===== config.mk =====
export PLATFORM = sky130hd
export DESIGN_NAME = nfu2_top
export DESIGN_NICKNAME = d
export VERILOG_FILES = /design/src/hdl/nfu_ctrl_pkg.sv /design/src/hdl/nfu_types_pkg.sv /design/src/hdl/nfu2_top.sv /design/src/hdl/nfu_accum_tree.sv /design/src/hdl/nfu_select_buffer.sv /design/src/hdl/nfu_input_stage.sv
export VERILOG_INCLUDE_DIRS = /design/src /design/src/hdl
export SDC_FILE = /design/constraint.sdc
export NUM_CORES = 2
export LEC_CHECK = 0
export BUFFER_PORTS_ARGS = -buffer_cell sky130_fd_sc_hd__buf_2
export CAP_MARGIN = 20
export CORE_MARGIN = 5
export CORE_UTILIZATION = 55
export CTS_CLUSTER_DIAMETER = 100
export DETAILED_ROUTE_END_ITERATION = 12
export PLACE_DENSITY = 0.73
export SLEW_MARGIN = 20
export SYNTH_ARGS = -nofsm -noshare
export SYNTH_HDL_FRONTEND = slang
export SYNTH_SLANG_ARGS = --single-unit

===== constraint.sdc =====
create_clock -name clk -period 10.8 [get_ports clk]
set_input_delay 0 -clock clk [delete_from_list [all_inputs] [get_ports clk]]
set_output_delay 0 -clock clk [all_outputs]
set_load 0.05 [all_outputs]

===== src/hdl/nfu_macros.svh =====
`ifndef NFU_MACROS_SVH
`define NFU_MACROS_SVH

// Output lanes, also the number of products in each lane's row
`define NFU_TN 4

// Data word width, sums wrap at this width
`define NFU_WIDTH 16

// Term buffer address width per lane
`define NFU_ADDR 2

// Entries in each lane's term buffer
`define NFU_DEPTH (1 << `NFU_ADDR)

// Product select width, covers the whole Tn x Tn grid
`define NFU_SEL 4

// Side tag carried next to the data
`define NFU_TAG 2

`endif

===== src/hdl/nfu_ctrl_pkg.sv =====
`include "nfu_macros.svh"

package nfu_ctrl_pkg;

    // Picks one product out of the grid
    typedef logic [`NFU_SEL-1:0] nfu_sel_t;

    // Term buffer entry address
    typedef logic [`NFU_ADDR-1:0] nfu_addr_t;

    // Side tag
    typedef logic [`NFU_TAG-1:0] nfu_tag_t;

    // Control for one item, arrives with its products each cycle
    typedef struct packed {
        // Per lane product select for the buffer write
        nfu_sel_t [`NFU_TN-1:0] sel;
        // Per lane buffer addresses
        nfu_addr_t [`NFU_TN-1:0] wr_addr;
        nfu_addr_t [`NFU_TN-1:0] rd_addr;
        // Per lane buffer write strobe
        logic [`NFU_TN-1:0] wr_en;
        // Start from the partial sum instead of the running sum
        logic load;
        nfu_tag_t tag;
    } nfu_ctrl_t;

endpackage


===== src/hdl/nfu_types_pkg.sv =====
`include "nfu_macros.svh"

package nfu_types_pkg;

    // Number of products handed over by stage one
    localparam int NFU_GRID = `NFU_TN * `NFU_TN;

    // One data word
    typedef logic [`NFU_WIDTH-1:0] nfu_word_t;

    // One word per output lane
    typedef struct packed {
        nfu_word_t [`NFU_TN-1:0] lane;
    } nfu_lanes_t;

    // Product grid, row r feeds lane r
    // Flat product index is row * NFU_TN + column
    typedef struct packed {
        nfu_word_t [`NFU_TN-1:0][`NFU_TN-1:0] row;
    } nfu_products_t;

    // Same grid seen as a flat list of products
    typedef nfu_word_t [NFU_GRID-1:0] nfu_grid_flat_t;

endpackage


===== src/hdl/nfu2_top.sv =====
`timescale 1ns/1ns
`include "nfu_macros.svh"

module nfu2_top
    import nfu_types_pkg::*;
    import nfu_ctrl_pkg::*;
(
    input  logic          clk,
    input  logic          i_rst_n,
    input  nfu_products_t i_products,
    input  nfu_lanes_t    i_partial_sum,
    input  nfu_ctrl_t     i_ctrl,
    output nfu_lanes_t    o_output,
    output nfu_tag_t      o_tag
);

    // Registered inputs
    nfu_products_t prod_q;
    nfu_lanes_t    psum_q;
    nfu_ctrl_t     ctrl_q;

    // Buffered extra term per lane
    nfu_lanes_t    term;

    nfu_input_stage input_stage_i (
        .clk           (clk),
        .i_rst_n       (i_rst_n),
        .i_products    (i_products),
        .i_partial_sum (i_partial_sum),
        .i_ctrl        (i_ctrl),
        .o_products    (prod_q),
        .o_partial_sum (psum_q),
        .o_ctrl        (ctrl_q)
    );

    nfu_select_buffer select_buffer_i (
        .clk       (clk),
        .i_rst_n   (i_rst_n),
        .i_products(prod_q),
        .i_sel     (ctrl_q.sel),
        .i_wr_addr (ctrl_q.wr_addr),
        .i_rd_addr (ctrl_q.rd_addr),
        .i_wr_en   (ctrl_q.wr_en),
        .o_term    (term)
    );

    // Load and tag come straight from the registered control
    nfu_accum_tree accum_tree_i (
        .clk           (clk),
        .i_rst_n       (i_rst_n),
        .i_products    (prod_q),
        .i_term        (term),
        .i_partial_sum (psum_q),
        .i_load        (ctrl_q.load),
        .i_tag         (ctrl_q.tag),
        .o_sum         (o_output),
        .o_tag         (o_tag)
    );

endmodule


===== src/hdl/nfu_accum_tree.sv =====
`timescale 1ns/1ns
`include "nfu_macros.svh"

module nfu_accum_tree
    import nfu_types_pkg::*;
(
    input  logic                 clk,
    input  logic                 i_rst_n,
    input  nfu_products_t        i_products,
    input  nfu_lanes_t           i_term,
    input  nfu_lanes_t           i_partial_sum,
    input  logic                 i_load,
    input  logic [`NFU_TAG-1:0]  i_tag,
    output nfu_lanes_t           o_sum,
    output logic [`NFU_TAG-1:0]  o_tag
);

    localparam int PAIRS = `NFU_TN / 2;

    // First tree level, adjacent products added in pairs
    nfu_word_t [`NFU_TN-1:0][PAIRS-1:0] pair_sum;

    // Second tree level, full row sum per lane
    nfu_word_t [`NFU_TN-1:0] row_sum;

    // Value the lane builds on this cycle
    nfu_word_t [`NFU_TN-1:0] base;

    // Next accumulator value
    nfu_word_t [`NFU_TN-1:0] lane_sum;

    nfu_lanes_t           acc_q;
    logic [`NFU_TAG-1:0]  tag_q;

    always_comb begin
        for (int l = 0; l < `NFU_TN; l++) begin
            for (int p = 0; p < PAIRS; p++) begin
                pair_sum[l][p] = i_products.row[l][2*p] + i_products.row[l][2*p+1];
            end
        end
    end

    always_comb begin
        for (int l = 0; l < `NFU_TN; l++) begin
            row_sum[l] = '0;
            for (int p = 0; p < PAIRS; p++) begin
                row_sum[l] = row_sum[l] + pair_sum[l][p];
            end
        end
    end

    // Load restarts from the partial sum, otherwise keep accumulating
    always_comb begin
        for (int l = 0; l < `NFU_TN; l++) begin
            base[l]     = i_load ? i_partial_sum.lane[l] : acc_q.lane[l];
            // All adds wrap at the word width
            lane_sum[l] = row_sum[l] + i_term.lane[l] + base[l];
        end
    end

    always_ff @(posedge clk or negedge i_rst_n) begin
        if (!i_rst_n) begin
            acc_q <= '0;
        end else begin
            for (int l = 0; l < `NFU_TN; l++) begin
                acc_q.lane[l] <= lane_sum[l];
            end
        end
    end

    // Tag follows the data through the same single stage
    always_ff @(posedge clk or negedge i_rst_n) begin
        if (!i_rst_n) begin
            tag_q <= '0;
        end else begin
            tag_q <= i_tag;
        end
    end

    assign o_sum = acc_q;
    assign o_tag = tag_q;

endmodule


===== src/hdl/nfu_select_buffer.sv =====
`timescale 1ns/1ns
`include "nfu_macros.svh"

module nfu_select_buffer
    import nfu_types_pkg::*;
    import nfu_ctrl_pkg::*;
(
    input  logic                      clk,
    input  logic                      i_rst_n,
    input  nfu_products_t             i_products,
    input  nfu_sel_t  [`NFU_TN-1:0]   i_sel,
    input  nfu_addr_t [`NFU_TN-1:0]   i_wr_addr,
    input  nfu_addr_t [`NFU_TN-1:0]   i_rd_addr,
    input  logic      [`NFU_TN-1:0]   i_wr_en,
    output nfu_lanes_t                o_term
);

    // Grid as one list so a select value indexes it directly
    nfu_grid_flat_t grid_flat;

    // Product picked by each lane's select line
    nfu_word_t [`NFU_TN-1:0] picked;

    // Term buffers, one small bank per lane
    nfu_word_t [`NFU_TN-1:0][`NFU_DEPTH-1:0] buf_q;

    assign grid_flat = i_products;

    // Sparse selection, any lane may take any product
    always_comb begin
        for (int l = 0; l < `NFU_TN; l++) begin
            picked[l] = grid_flat[i_sel[l]];
        end
    end

    // Buffer write lands on the edge after the control is seen
    always_ff @(posedge clk or negedge i_rst_n) begin
        if (!i_rst_n) begin
            buf_q <= '0;
        end else begin
            for (int l = 0; l < `NFU_TN; l++) begin
                if (i_wr_en[l]) begin
                    buf_q[l][i_wr_addr[l]] <= picked[l];
                end
            end
        end
    end

    // Read is combinational
    // A write to the same entry this cycle is not visible yet, so the old value comes out
    always_comb begin
        for (int l = 0; l < `NFU_TN; l++) begin
            o_term.lane[l] = buf_q[l][i_rd_addr[l]];
        end
    end

endmodule


===== src/hdl/nfu_input_stage.sv =====
`timescale 1ns/1ns
`include "nfu_macros.svh"

module nfu_input_stage
    import nfu_types_pkg::*;
    import nfu_ctrl_pkg::*;
(
    input  logic          clk,
    input  logic          i_rst_n,
    input  nfu_products_t i_products,
    input  nfu_lanes_t    i_partial_sum,
    input  nfu_ctrl_t     i_ctrl,
    output nfu_products_t o_products,
    output nfu_lanes_t    o_partial_sum,
    output nfu_ctrl_t     o_ctrl
);

    nfu_products_t prod_q;
    nfu_lanes_t    psum_q;
    nfu_ctrl_t     ctrl_q;

    // Products and partial sum, so the adder tree starts from flops
    always_ff @(posedge clk or negedge i_rst_n) begin
        if (!i_rst_n) begin
            prod_q <= '0;
            psum_q <= '0;
        end else begin
            prod_q <= i_products;
            psum_q <= i_partial_sum;
        end
    end

    // Control bundle moves in step with its data
    // After reset wr_en and load are inactive
    always_ff @(posedge clk or negedge i_rst_n) begin
        if (!i_rst_n) begin
            ctrl_q <= '0;
        end else begin
            ctrl_q <= i_ctrl;
        end
    end

    assign o_products    = prod_q;
    assign o_partial_sum = psum_q;
    assign o_ctrl        = ctrl_q;

endmodule


# Word level (Yosys, flattened, before mapping)
# Index checks and enable logic that the tools add are counted.
dict set report word_totals {
  out_inout_bits 66
  reg_bits 681
  input_bits 361
}
dict set report op_classes {
  n_reduce_logical 4
  add_sub_neg 20
  magnitude_cmp 16
  n_mux 32
}
# op n
set ops {}
lappend ops {{adder 16 bit} 20}
lappend ops {{binary-select mux 16 bit (select 4 bit)} 4}
lappend ops {{bitwise mux 64 bit} 4}
lappend ops {{2-to-1 mux 16 bit} 16}
lappend ops {{binary-select mux 16 bit (select 2 bit)} 4}
lappend ops {{demux 16 bit (select 2 bit)} 4}
lappend ops {{< comparator 2 x 3 -> 1 bit (second input constant)} 8}
lappend ops {{< comparator 4 x 5 -> 1 bit (second input constant)} 4}
lappend ops {{greater-or-equal comparator 2 x 1 -> 1 bit (second input constant)} 4}
lappend ops {{logical AND 1 bit} 4}

# Depth between registers and ports, before layout
dict set report logic_depth {
  ltp_word 5
  mapped_depth 17
}

# Hierarchy
# Synthesis repeated with hierarchy kept, for this count alone.
dict set report hier_totals {
  cells_unflattened 3351
  hier_area_um2 41078.1
}
# module area_each_um2 seq_area_each_um2 cells_each instances
set by_module_without_submodules {}
lappend by_module_without_submodules {nfu_select_buffer 20377.0 6406.1 1771 1}
lappend by_module_without_submodules {nfu_accum_tree 11717.5 1651.6 1221 1}
lappend by_module_without_submodules {nfu_input_stage 8983.6 8983.6 359 1}

# Worst setup path after synthesis
# No wires, ideal clock.
dict set report synth_timing {
  path_type {register -> register}
  startpoint {register input_stage_i.o_ctrl[9] (netlist name)}
  endpoint {register accum_tree_i.acc_q, in the netlist accum_tree_i.o_sum[31]}
  path_stages_with_launch 16
  t_arrival_ns 4.733
  setup_ns 0.129
  synth_period_minus_slack_ns 4.863
  setup_slack_ns 5.937
  path_buffers 2
  path_cell_list {dfrtp_1 clkbuf_1 buf_2 mux4_2 fa_1 fa_1 inv_1 fa_1 inv_1 ha_1 o21ai_0 a21boi_0 a2111oi_1 nor3_1 a211oi_1 xnor2_1}
}
# element line_no
set synth_rtl {}
lappend synth_rtl {{to (decl)} nfu_accum_tree.sv:32} ;# nfu_lanes_t acc_q;

==> impl_metrics.json <==
{
  "finalCritPeriodShare": 0.527,
  "cp_max_fo": 38,
  "core_area_mm2": 0.0712,
  "syn_area_mm2": 0.0394,
  "via_count": 27700,
  "synth_cells": 2602,
  "fp.dieW_um": 278,
  "critPathMostFrequentCell": "fa_1",
  "rsz0062_at_grt": "no",
  "wirelength_um": 134000,
  "synth_seq_area_share": 0.433,
  "max-vdd-ir-drop_uv": 214,
  "synth_top_area_share": 0.433,
  "max_slew.worst_pin.slew_ps": 1180,
  "async_flop_share": 1.00,
  "drc_errors": 0,
  "crit_path_end_kind": "register",
  "avgSynthCellArea_um2": 15.1,
  "finalSetupTns_ps": 0,
  "dp_hpwl_um": 90800,
  "htreeDepth": 3,
  "use_met1": 0.430,
  "syn_nets": 3255,
  "cp_cell_sequence": "buf_4 > mux2_2 > fa_1 > inv_1 > fa_1 > fa_1 > inv_1 > ha_1 > fa_1 > a21o_1 > a21o_1 > a21oi_1 > o21ai_0 > o311ai_0",
  "cts_tree": "done",
  "yosysUniqueCellTypes": 42,
  "drv_slew": 0,
  "gp_congestion": 0.971,
  "critPathMaxStageDelay_ps": 740,
  "setup_viol": 0,
  "cts_buffers": 74,
  "min_path_type": "in2reg",
  "fin_area_mm2": 0.0503,
  "synth_ff_type": "dfrtp_1",
  "skew_ps": 35.6,
  "whs_path_depth": 2,
  "internal_power_mw": 7.72,
  "critPathRequiredTime_ps": 11290,
  "insertion_delay_ps": 650,
  "r2r_end": "accum_tree_i.o_sum[12]",
  "busiest_layer": "met2",
  "nets": 4192,
  "rows": 98,
  "p_clk_frac": 0.213,
  "cp.arrival_ps": 6190,
  "cp_slowest_cell": "dfrtp_4",
  "grt_use_met2": 0.570,
  "r2r-start": "input_stage_i.o_ctrl[2]",
  "wl_per_cell_um": 29.5,
  "start_util": 0.553,
  "reg2reg_depth": 14,
  "switching_power_mw": 5.44,
  "use_met3": 0.105,
  "drt_iter0_drc": 3297,
  "synth_seq_cells": 681,
  "io_pins": 427,
  "grt_pass1_wl_um": 202000,
  "vias_per_cell": 6.08,
  "clockBufferDepth": 3,
  "ys_warn_count": 0,
  "p_leak_nw": 23.0,
  "layout-drive-gt1-share": 0.342,
  "powerDensity_mw_per_mm2": 262,
  "grt-ovfl-total": 0,
  "hold_violations": 0,
  "timing.slew.headroom": 0.215,
  "final.min_clock_period_ps": 5700,
  "placed_area_mm2": 0.0423,
  "hold_end": "input_stage_i.o_products[210]",
  "switching_share": 0.413,
  "synth_area_leaders": "dfrtp_1 43%, mux4_2 19%, fa_1 12%, mux2_2 8.9%, inv_1 5.2%",
  "first_pass_iters": 5,
  "r2r_setup_slack_ps": 5100,
  "die_h_um": 278,
  "whs_ps": 6.62,
  "grt_start_max_net_pins": 175,
  "synth_edf_count": 0,
  "seqPwrFrac": 0.269,
  "synth_top_area_cell": "dfrtp_1",
  "port_buffers": 426,
  "antenna_found_initial": 7,
  "hp-start": "i_products[210]",
  "p_comb_frac": 0.517,
  "grtUsageTotal": 0.355,
  "cts.sinks": 681,
  "dieArea_mm2": 0.0771,
  "path_class": "reg2reg",
  "fmax_mhz": 176,
  "final_antenna_net_count": 0,
  "clk_pin_slew_worst_paths_ps": 70,
  "outcome": "completed",
  "grt_pass1_vias": 30800,
  "clockRootBuffer": "clkbuf_16",
  "max-cap-violations": 0,
  "syn_to_final_growth_pct": 27.6,
  "worst_setup_path_start_kind": "register"
}
-- layout by cell type, fill, tap and decap left out, drive strengths merged, types with 12 or more instances in the layout --
| master | n |
|---|---|
| mux4 | 384 |
| bufinv | 13 |
| clkinv | 17 |
| a21oi | 21 |
| buf | 447 |
| nor2 | 22 |
| a21o | 17 |
| mux2 | 311 |
| clkbuf | 92 |
| dfrtp | 681 |
| dlygate4sd3 | 525 |
| ha | 56 |
| fa | 236 |
| xor2 | 18 |
| o21ai | 24 |
| inv | 557 |
| nand2 | 12 |
| xnor2 | 56 |
-- power groups by stage --
| stage | clock network [mW] | registers [mW] | logic (mW) |
|---|---|---|---|
| 3_5_place_dp | 0 | 3.55 | 6.33 |
| 6_report | 2.81 | 3.54 | 6.81 |
| 5_1_grt | 2.94 | 3.57 | 7.49 |
| 3_3_place_gp | 0 | 3.52 | 6.08 |
| 4_1_cts | 2.78 | 3.51 | 6.54 |
| 2_1_floorplan | 0 | 3.79 | 4.44 |
-- logic make-up after synthesis --
family	count (synthesis)	share of synthesized area
simple gates	84	0.0111
fa+ha+maj	292	0.138
buf+inv	661	0.0687
xor+xnor	74	0.0165
compound gates	106	0.0177
flops	681	0.433
mux	704	0.316
-- metal layers --
layer	vias to the layer above	part of all wire
met3	516	0.11
met5	-	0.000060
li1	10900	-
met1	14500	0.33
met4	2	0.075
met2	1738	0.48
-- sequential cells by signal (all words and copies together) (netlist names) --
name                         count
select_buffer_i.buf_q          256
input_stage_i.o_products       256
input_stage_i.o_ctrl            39
accum_tree_i.o_tag               2
accum_tree_i.o_sum              64
input_stage_i.o_partial_sum     64
-- timing repair --
item                                   CTS  global route
setup endpoints to repair                0             0
gates resized for setup                  0             0
endpoints found under the hold margin  477             1
hold buffers                           524             1
setup buffers                            0             0
-- cell usage after synthesis, drive strengths merged (21+ instances only) --
master	instances
a21oi	21
buf	62
clkbuf	49
dfrtp	681
fa	236
ha	56
inv	550
mux2	311
mux4	384
nor2	22
o21ai	24
xnor2	56
-- how the worst max path moves through the flow --
stage,start,endpoint,slack (ps),cells after the start
global route,input_stage_i.o_ctrl[2],accum_tree_i.o_sum[31],4870,14
detailed placement,input_stage_i.o_ctrl[7],accum_tree_i.o_sum[12],5240,13
global placement,input_stage_i.o_ctrl[2],accum_tree_i.o_sum[31],5290,14
CTS,input_stage_i.o_ctrl[2],accum_tree_i.o_sum[12],5190,14
floorplan,input_stage_i.o_ctrl[9],accum_tree_i.o_sum[31],5940,15
finish,input_stage_i.o_ctrl[2],accum_tree_i.o_sum[12],5100,14
-- final cells by class --
class                           instances  area, um^2
Fill cell                            4457       21000
Sequential cell                       681       17100
Tap cell                              950        1190
Inverter                              550        2060
Timing Repair Buffer                  972        7590
Antenna cell                            6        15.0
Multi-Input combinational cell       1260       19700
Clock buffer                           92        2020
Clock inverter                         44         623
-- critical path, delay by kind of cell, from the launching register on --
| kind | cells | cell delay, ps |
|---|---|---|
| fa+ha+maj | 5 | 2160 |
| mux | 1 | 420 |
| flops | 1 | 740 |
| compound gates | 5 | 1410 |
| buf+inv | 3 | 790 |
-- per-stage QoR --
stage          total power [mW]  setup slack [ps]   util  std cells
2_1_floorplan              8.23              5940      -       2602
3_3_place_gp               9.61              5290  0.594       3887
3_5_place_dp               9.88              5240  0.594       3887
4_1_cts                    12.8              5190  0.705       4547
5_1_grt                    14.0              4870  0.705       4549
6_report                   13.2              5100  0.706       4555
No activity file was read; power rests on OpenSTA's default activity.
